## src/hw/rename_params.svh

```systemverilog
`ifndef RENAME_PARAMS_SVH
`define RENAME_PARAMS_SVH

// register file sizes
`define NUM_ARCH_REGS 32
`define NUM_PHYS_REGS 64

// free tags left once every arch reg holds one
`define NUM_FREE      32

// reorder buffer slots, also the dispatch credits after reset
`define NUM_ROB       16

`define ZERO_REG      31  // never written at commit

`endif

```

## src/hw/rename_pkg.sv

```systemverilog
`default_nettype none

`include "rename_params.svh"

package rename_pkg;

  // architectural register index
  typedef logic [$clog2(`NUM_ARCH_REGS)-1:0] arch_idx_t;

  // physical register tag
  typedef logic [$clog2(`NUM_PHYS_REGS)-1:0] phys_tag_t;

  typedef logic [$clog2(`NUM_ROB)-1:0]       rob_idx_t;

  // slot in the free list, wrap bit lives in free_list
  typedef logic [$clog2(`NUM_FREE)-1:0]      free_ptr_t;

  // retirement run state
  typedef enum logic {
    RUNNING,
    HALTED
  } rob_state_t;

endpackage

`default_nettype wire

```

## src/hw/rob_if.sv

```systemverilog
`timescale 1ns/1ps
`default_nettype none

// rename stage to reorder buffer
interface rob_alloc_if ();
  logic                  valid;
  rename_pkg::arch_idx_t arch_idx;
  rename_pkg::phys_tag_t new_tag;
  rename_pkg::phys_tag_t old_tag;  // previous mapping of arch_idx
  logic                  halt;
  rename_pkg::rob_idx_t  rob_idx;  // tail slot, driven back by the buffer

  modport source (
    output valid, arch_idx, new_tag, old_tag, halt,
    input  rob_idx
  );

  modport sink (
    input  valid, arch_idx, new_tag, old_tag, halt,
    output rob_idx
  );
endinterface

// in-order retirement out of the reorder buffer
interface rob_retire_if ();
  logic                  valid;
  rename_pkg::arch_idx_t arch_idx;
  rename_pkg::phys_tag_t new_tag;
  rename_pkg::phys_tag_t old_tag;  // goes back to the free list

  modport source (output valid, arch_idx, new_tag, old_tag);
  modport sink (input valid, arch_idx, new_tag, old_tag);
endinterface

`default_nettype wire

```

## src/hw/free_list.sv

```systemverilog
`timescale 1ns/1ps
`default_nettype none

`include "rename_params.svh"

module free_list (
  input  logic                  clock,
  input  logic                  reset,
  input  logic                  pop,
  output rename_pkg::phys_tag_t pop_tag,
  rob_retire_if.sink            retire
);

  import rename_pkg::*;

  phys_tag_t tags [`NUM_FREE];

  free_ptr_t head_q;
  free_ptr_t tail_q;
  logic      head_wrap_q;
  logic      tail_wrap_q;
  logic      empty;

  // same slot, same lap
  assign empty   = (head_q == tail_q) && (head_wrap_q == tail_wrap_q);
  assign pop_tag = tags[head_q];

  always_ff @(posedge clock) begin
    if (reset) begin
      head_q      <= '0;
      head_wrap_q <= 1'b0;
      tail_q      <= '0;
      tail_wrap_q <= 1'b1;  // starts full
      for (int i = 0; i < `NUM_FREE; i++) begin
        tags[i] <= phys_tag_t'(`NUM_ARCH_REGS + i);
      end
    end else begin
      if (pop) begin
        {head_wrap_q, head_q} <= {head_wrap_q, head_q} + 1'b1;
      end
      if (retire.valid) begin
        tags[tail_q]          <= retire.old_tag;
        {tail_wrap_q, tail_q} <= {tail_wrap_q, tail_q} + 1'b1;
      end
    end
  end

  // credits bound the in-flight count, so the list never runs dry
  a_pop_not_empty: assert property (
    @(posedge clock) disable iff (reset) pop |-> !empty
  ) else $error("free list popped while empty");

endmodule

`default_nettype wire

```

## src/hw/map_table.sv

```systemverilog
`timescale 1ns/1ps
`default_nettype none

`include "rename_params.svh"

module map_table (
  input  logic                  clock,
  input  logic                  reset,
  input  rename_pkg::arch_idx_t src1,
  input  rename_pkg::arch_idx_t src2,
  output rename_pkg::phys_tag_t src1_tag,
  output logic                  src1_ready,
  output rename_pkg::phys_tag_t src2_tag,
  output logic                  src2_ready,
  input  logic                  write_en,
  input  rename_pkg::arch_idx_t write_idx,
  input  rename_pkg::phys_tag_t write_tag,
  output rename_pkg::phys_tag_t old_tag,
  input  logic                  complete_valid,
  input  rename_pkg::phys_tag_t complete_tag
);

  import rename_pkg::*;

  phys_tag_t                 map_q [`NUM_ARCH_REGS];
  logic [`NUM_PHYS_REGS-1:0] ready_q;
  logic [`NUM_PHYS_REGS-1:0] complete_mask;
  logic [`NUM_PHYS_REGS-1:0] ready_now;

  always_comb begin
    complete_mask               = '0;
    complete_mask[complete_tag] = complete_valid;
  end

  // completion this cycle counts as ready already
  assign ready_now = ready_q | complete_mask;

  assign src1_tag   = map_q[src1];
  assign src2_tag   = map_q[src2];
  assign src1_ready = (src1 == arch_idx_t'(`ZERO_REG)) || ready_now[src1_tag];
  assign src2_ready = (src2 == arch_idx_t'(`ZERO_REG)) || ready_now[src2_tag];
  assign old_tag    = map_q[write_idx];  // read before the write lands

  always_ff @(posedge clock) begin
    if (reset) begin
      for (int i = 0; i < `NUM_ARCH_REGS; i++) begin
        map_q[i] <= phys_tag_t'(i);  // identity
      end
      ready_q <= '1;
    end else begin
      ready_q <= ready_now;
      if (write_en) begin
        map_q[write_idx]   <= write_tag;
        ready_q[write_tag] <= 1'b0;  // fresh tag waits for its producer
      end
    end
  end

  // a tag completes once per allocation
  a_complete_once: assert property (
    @(posedge clock) disable iff (reset) complete_valid |-> !ready_q[complete_tag]
  ) else $error("completion of tag %0d which is already ready", complete_tag);

endmodule

`default_nettype wire

```

## src/hw/rename_core.sv

```systemverilog
`timescale 1ns/1ps
`default_nettype none

`include "rename_params.svh"

module rename_core (
  input  logic                  clock,
  input  logic                  reset,
  // dispatch
  input  logic                  dispatch_valid,
  input  rename_pkg::arch_idx_t dispatch_dest,
  input  rename_pkg::arch_idx_t dispatch_src1,
  input  rename_pkg::arch_idx_t dispatch_src2,
  input  logic                  dispatch_halt,
  // rename result, one cycle after dispatch
  output logic                  rename_valid,
  output rename_pkg::phys_tag_t rename_dest_tag,
  output rename_pkg::phys_tag_t rename_src1_tag,
  output logic                  rename_src1_ready,
  output rename_pkg::phys_tag_t rename_src2_tag,
  output logic                  rename_src2_ready,
  output rename_pkg::rob_idx_t  rename_rob_idx,
  // completion broadcast
  input  logic                  complete_valid,
  input  rename_pkg::phys_tag_t complete_tag,
  // commit
  output logic                  commit_valid,
  output logic                  commit_wr_en,
  output rename_pkg::arch_idx_t commit_arch_idx,
  output rename_pkg::phys_tag_t commit_tag,
  output logic                  credit_return,
  output logic                  halted
);

  import rename_pkg::*;

  rob_alloc_if  alloc_if ();
  rob_retire_if retire_if ();

  rename_stage rename_stage_0 (
    .clock             (clock),
    .reset             (reset),
    .dispatch_valid    (dispatch_valid),
    .dispatch_dest     (dispatch_dest),
    .dispatch_src1     (dispatch_src1),
    .dispatch_src2     (dispatch_src2),
    .dispatch_halt     (dispatch_halt),
    .complete_valid    (complete_valid),
    .complete_tag      (complete_tag),
    .alloc             (alloc_if),
    .retire            (retire_if),
    .rename_valid      (rename_valid),
    .rename_dest_tag   (rename_dest_tag),
    .rename_src1_tag   (rename_src1_tag),
    .rename_src1_ready (rename_src1_ready),
    .rename_src2_tag   (rename_src2_tag),
    .rename_src2_ready (rename_src2_ready),
    .rename_rob_idx    (rename_rob_idx)
  );

  reorder_buffer rob_0 (
    .clock          (clock),
    .reset          (reset),
    .alloc          (alloc_if),
    .complete_valid (complete_valid),
    .complete_tag   (complete_tag),
    .retire         (retire_if),
    .credit_return  (credit_return),
    .halted         (halted)
  );

  assign commit_valid    = retire_if.valid;
  assign commit_arch_idx = retire_if.arch_idx;
  assign commit_tag      = retire_if.new_tag;

  // r31 is hardwired, halt lands there too
  assign commit_wr_en = retire_if.valid && (retire_if.arch_idx != arch_idx_t'(`ZERO_REG));

endmodule

`default_nettype wire

```

## src/hw/rename_stage.sv

```systemverilog
`timescale 1ns/1ps
`default_nettype none

`include "rename_params.svh"

module rename_stage (
  input  logic                  clock,
  input  logic                  reset,
  input  logic                  dispatch_valid,
  input  rename_pkg::arch_idx_t dispatch_dest,
  input  rename_pkg::arch_idx_t dispatch_src1,
  input  rename_pkg::arch_idx_t dispatch_src2,
  input  logic                  dispatch_halt,
  input  logic                  complete_valid,
  input  rename_pkg::phys_tag_t complete_tag,
  rob_alloc_if.source           alloc,
  rob_retire_if.sink            retire,
  output logic                  rename_valid,
  output rename_pkg::phys_tag_t rename_dest_tag,
  output rename_pkg::phys_tag_t rename_src1_tag,
  output logic                  rename_src1_ready,
  output rename_pkg::phys_tag_t rename_src2_tag,
  output logic                  rename_src2_ready,
  output rename_pkg::rob_idx_t  rename_rob_idx
);

  import rename_pkg::*;

  arch_idx_t dest_idx;
  phys_tag_t new_tag;
  phys_tag_t old_tag;
  phys_tag_t src1_tag;
  phys_tag_t src2_tag;
  logic      src1_ready;
  logic      src2_ready;

  // halt writes nothing, so it is renamed onto the zero register
  assign dest_idx = dispatch_halt ? arch_idx_t'(`ZERO_REG) : dispatch_dest;

  map_table map_table_0 (
    .clock          (clock),
    .reset          (reset),
    .src1           (dispatch_src1),
    .src2           (dispatch_src2),
    .src1_tag       (src1_tag),
    .src1_ready     (src1_ready),
    .src2_tag       (src2_tag),
    .src2_ready     (src2_ready),
    .write_en       (dispatch_valid),
    .write_idx      (dest_idx),
    .write_tag      (new_tag),
    .old_tag        (old_tag),
    .complete_valid (complete_valid),
    .complete_tag   (complete_tag)
  );

  free_list free_list_0 (
    .clock   (clock),
    .reset   (reset),
    .pop     (dispatch_valid),
    .pop_tag (new_tag),
    .retire  (retire)
  );

  assign alloc.valid    = dispatch_valid;
  assign alloc.arch_idx = dest_idx;
  assign alloc.new_tag  = new_tag;
  assign alloc.old_tag  = old_tag;
  assign alloc.halt     = dispatch_halt;

  always_ff @(posedge clock) begin
    if (reset) begin
      rename_valid <= 1'b0;
    end else begin
      rename_valid <= dispatch_valid;
    end
  end

  always_ff @(posedge clock) begin
    if (dispatch_valid) begin
      rename_dest_tag   <= new_tag;
      rename_src1_tag   <= src1_tag;
      rename_src1_ready <= src1_ready;
      rename_src2_tag   <= src2_tag;
      rename_src2_ready <= src2_ready;
      rename_rob_idx    <= alloc.rob_idx;  // slot taken on this edge
    end
  end

endmodule

`default_nettype wire

```

## src/hw/reorder_buffer.sv

```systemverilog
`timescale 1ns/1ps
`default_nettype none

`include "rename_params.svh"

module reorder_buffer (
  input  logic                  clock,
  input  logic                  reset,
  rob_alloc_if.sink             alloc,
  input  logic                  complete_valid,
  input  rename_pkg::phys_tag_t complete_tag,
  rob_retire_if.source          retire,
  output logic                  credit_return,
  output logic                  halted
);

  import rename_pkg::*;

  // entry payload
  arch_idx_t entry_arch_q [`NUM_ROB];
  phys_tag_t entry_new_q  [`NUM_ROB];
  phys_tag_t entry_old_q  [`NUM_ROB];
  logic      entry_halt_q [`NUM_ROB];

  logic [`NUM_ROB-1:0]       valid_q;
  logic [`NUM_ROB-1:0]       done_q;
  logic [`NUM_ROB-1:0]       complete_hit;
  rob_idx_t                  head_q;
  rob_idx_t                  tail_q;
  logic [$clog2(`NUM_ROB):0] count_q;
  rob_state_t                state_q;
  logic                      retire_fire;
  logic                      full;

  always_comb begin
    for (int i = 0; i < `NUM_ROB; i++) begin
      complete_hit[i] = complete_valid && valid_q[i] && (entry_new_q[i] == complete_tag);
    end
  end

  assign full        = count_q == `NUM_ROB;
  assign retire_fire = valid_q[head_q] && done_q[head_q] && (state_q == RUNNING);

  assign alloc.rob_idx   = tail_q;
  assign retire.valid    = retire_fire;
  assign retire.arch_idx = entry_arch_q[head_q];
  assign retire.new_tag  = entry_new_q[head_q];
  assign retire.old_tag  = entry_old_q[head_q];
  assign credit_return   = retire_fire;  // one slot back per commit
  assign halted          = state_q == HALTED;

  always_ff @(posedge clock) begin
    if (reset) begin
      head_q  <= '0;
      tail_q  <= '0;
      count_q <= '0;
      valid_q <= '0;
      done_q  <= '0;
      state_q <= RUNNING;
    end else begin
      done_q <= done_q | complete_hit;
      if (alloc.valid) begin
        valid_q[tail_q] <= 1'b1;
        done_q[tail_q]  <= 1'b0;
        tail_q          <= tail_q + 1'b1;
      end
      if (retire_fire) begin
        valid_q[head_q] <= 1'b0;
        head_q          <= head_q + 1'b1;
        if (entry_halt_q[head_q]) begin
          state_q <= HALTED;  // stays until reset
        end
      end
      case ({alloc.valid, retire_fire})
        2'b10:   count_q <= count_q + 1'b1;
        2'b01:   count_q <= count_q - 1'b1;
        default: count_q <= count_q;
      endcase
    end
  end

  always_ff @(posedge clock) begin
    if (alloc.valid) begin
      entry_arch_q[tail_q] <= alloc.arch_idx;
      entry_new_q[tail_q]  <= alloc.new_tag;
      entry_old_q[tail_q]  <= alloc.old_tag;
      entry_halt_q[tail_q] <= alloc.halt;
    end
  end

  // producer dispatched without a credit
  a_no_alloc_full: assert property (
    @(posedge clock) disable iff (reset) alloc.valid |-> !full
  ) else $error("allocation into a full reorder buffer");

endmodule

`default_nettype wire

```

## config.mk

```make
export PLATFORM = sky130hd
export DESIGN_NAME = rename_core
export DESIGN_NICKNAME = d
export VERILOG_FILES = /design/src/hw/rename_pkg.sv /design/src/hw/rob_if.sv /design/src/hw/free_list.sv /design/src/hw/map_table.sv /design/src/hw/rename_core.sv /design/src/hw/rename_stage.sv /design/src/hw/reorder_buffer.sv
export VERILOG_INCLUDE_DIRS = /design/src /design/src/hw
export SDC_FILE = /design/constraint.sdc
export NUM_CORES = 1
export LEC_CHECK = 0
export BUFFER_PORTS_ARGS = -buffer_cell sky130_fd_sc_hd__buf_2
export CAP_MARGIN = 15
export CORE_AREA = 2 2 395 241
export DETAILED_ROUTE_END_ITERATION = 16
export DIE_AREA = 0 0 397 243
export PLACE_DENSITY = 0.59
export SYNTH_ARGS = -nofsm -noshare
export SYNTH_HDL_FRONTEND = slang
export SYNTH_HIERARCHICAL = 1
export SYNTH_SLANG_ARGS = --single-unit
```

## constraint.sdc

```tcl
create_clock -name clock -period 6.8 [get_ports clock]
set_clock_uncertainty 0.1 [all_clocks]
set_input_delay 0.68 -clock clock [delete_from_list [all_inputs] [get_ports clock]]
set_output_delay 0.68 -clock clock [all_outputs]
set_load 0.05 [all_outputs]
```

==> impl_metrics.ini <==
[power]
power_density_nw_per_um2 = 251
p_leak_nw = 13.9
vdd_drop_max_mv = 0.173

[die]
dieArea_um2 = 96500
placementRows = 87
start_util = 0.436
ios = 66
core-area_um2 = 92900
fp.dieW_um = 397
die_h_um = 243

[routing]
ant_nets = 0
drt-vias-per-instance = 6.32
routed_wl_mm = 120
dr.first_iter.drc_count = 3743
dr.pass1.iters = 6
num_vias = 25647
drc_errors = 0
wl_per_cell_um = 29.7

[yosys]
synthDistinctLibCells = 75
ys_seq_area_frac = 0.578
synth.avg_cell_area_um2 = 14.6
ys_warn_count = 6
ys_top_cells_by_count = edfxtp_1, mux4_2, nor2_1
synth-seq-cells = 821
syn_nets = 2808
synthTopCellsByArea = edfxtp_1, mux4_2, dfxtp_1
synth_cells = 2769
yosys.cell_count.top_type = edfxtp_1
async_flop_share = 0
synth-edff-count = 696
synth_top_flop_cell = edfxtp_1
yosysTopAreaCellShare = 0.516
syn_area_um2 = 40500
synth_top_cell_by_area = edfxtp_1

[cts]
clkLatencyLatePin_ns = 0.68
cts_setup_buffers = 0
hold_buffers = 0
numClockSinks = 821
clk_pin_slew_ns = 0.07
cts_made_buffers = 79
max-clock-path-buffers = 3
tritoncts = yes
root_buffer = clkbuf_16
post_cts_resized = 0
htree_num_levels = 3

[placed_design]
dp_hpwl_mm = 79.7
placed_cell_area_um2 = 41800
gp_congestion = 0.944
io_buffers = 65

[grt]
grt.met2_usage = 0.339
grt_use_met1 = 0.392
grt_busiest_layer = met1
grt_pass1_vias = 24806
use_met3 = 0.0663
grt_overflow = 0
antenna_found_initial = 5
grt_usage = 0.249
grt_max_degree = 93
grt_first_pass_wirelength_mm = 175

[critical_path]
critPathBufInv = 2
crit_slowest_cell = dfxtp_4
cp-start-kind = register
worstPathCellList = buf_4 -> mux4_2 -> mux4_2 -> mux2_2 -> buf_4 -> or3_1 -> nor2_1 -> o21bai_1
path_max_fanout = 40
critPathCaptureType = register
worst_path_dominant_cell_family = multiplexers
max_stage_delay_ns = 0.84
worst_ep_required_time_ns = 7.24
path_class = register to register
worstPathArrival_ns = 4.88

[sta]
max_slew_margin = 0.183
fin_crit_ns = 4.44
finalHoldViolations = 0
worstMarginPinSlew_ns = 1.23
setup_viol = 0
drv_slew = 0
max_freq_mhz = 225
period_share = 0.652
final.setup.tns_ns = 0
grt_setup_unrepaired = false

[cells_and_area]
final_cell_area_um2 = 44400
area_growth_pct = 9.55
fin_nets = 2786
drive_gt1_frac = 0.228

[flow_run]
cap_viol_max_count = 0

[run_status]
outcome = completed

[worst_hold_path]
hold_class = primary input to register
-- worst reg2reg max path, cell delays in order (launching register included) --
cell and delay, ns:
dfxtp_4 0.84, buf_4 0.44, mux4_2 0.59, mux4_2 0.47, mux2_2 0.53, buf_4 0.42, or3_1 0.66, nor2_1 0.17
o21bai_1 0.08
-- metal layers --
metal / wire length (um) / vias up
li1: - / 10700
met1: 54900 / 13364
met2: 49600 / 1409
met3: 13200 / 172
met4: 2580 / 2
met5: 12 / -
-- report_power, final --
part / switching [mW] / internal, mW / total, mW
logic: 0.701 / 0.327 / 1.03
clock network: 1.97 / 2.48 / 4.45
registers: 0.0737 / 5.57 / 5.65
-- cell type report --
type	count	area, um^2
clock buffer	107	2230
clock inverter	38	353
multi-input combinational	1700	15900
inverter	16	65.1
antenna	2	5.00
timing repair buffer	129	827
tap	1246	1560
sequential	821	23400
fill	7955	48500
-- cell usage in the layout, fill, tap and decap left out, types with 69 or more instances in the layout --
master	instances
clkbuf_16	81
xnor2_1	69
mux4_2	278
and2_1	154
dfxtp_1	121
nand2_1	91
or3_1	148
edfxtp_1	696
nor2_1	201
mux2i_1	95
nor3_1	72
-- through the flow --
step	setup slack (ns)	util	hold slack [ns]	power (mW)	instances
CTS	2.30	0.478	0.308	11.2	4057
finish	2.36	0.478	0.363	11.1	4059
floorplan	3.29	-	0.374	6.41	2769
global route	2.15	0.478	0.335	11.5	4058
global placement	2.23	0.450	0.400	6.75	3910
detailed placement	2.20	0.450	0.407	6.77	3912
-- worst paths after layout --
path	start	depth (start not counted)	endpoint	slack, ns
worst min-delay path	dispatch_halt	1	rob_0/entry_halt_q[10]	0.36
worst min register to register	rob_0/valid_q[13]	2	rob_0/valid_q[13]	0.41
worst max register to register	register	8	rename_stage_0/map_table_0/ready_q[3]	2.36
worst max-delay path	register	8	rename_stage_0/map_table_0/ready_q[3]	2.36
-- flip-flops by register name, summed over array words and instances, names as in the netlist, 4 cells and up, named ones only --
signal	flops
rename_stage_0/free_list_0/tags	192
rob_0/alloc.rob_idx	4
rob_0/head_q	4
rob_0/done_q	16
rename_stage_0/rename_src2_tag	6
rob_0/entry_new_q	96
rob_0/entry_old_q	96
rename_stage_0/rename_dest_tag	6
rename_stage_0/map_table_0/map_q	192
rename_stage_0/rename_src1_tag	6
rob_0/entry_halt_q	16
rename_stage_0/map_table_0/ready_q	64
rob_0/entry_arch_q	80
rename_stage_0/free_list_0/tail_q	5
rob_0/valid_q	16
rename_stage_0/free_list_0/head_q	5
rename_stage_0/rename_rob_idx	4
-- kinds of logic (layout without fill, tap and decap cells) --
group / Yosys count / in the layout / synth area share
buf+inv: 248 / 290 / 0.0297
simple gates: 893 / 893 / 0.119
other cells: 0 / 2 / 0
compound gates: 267 / 267 / 0.0484
mux: 418 / 418 / 0.198
xor+xnor: 109 / 109 / 0.0236
fa+ha+maj: 13 / 13 / 0.00402
flops: 821 / 821 / 0.578
(Power assumes the default switching activity.)
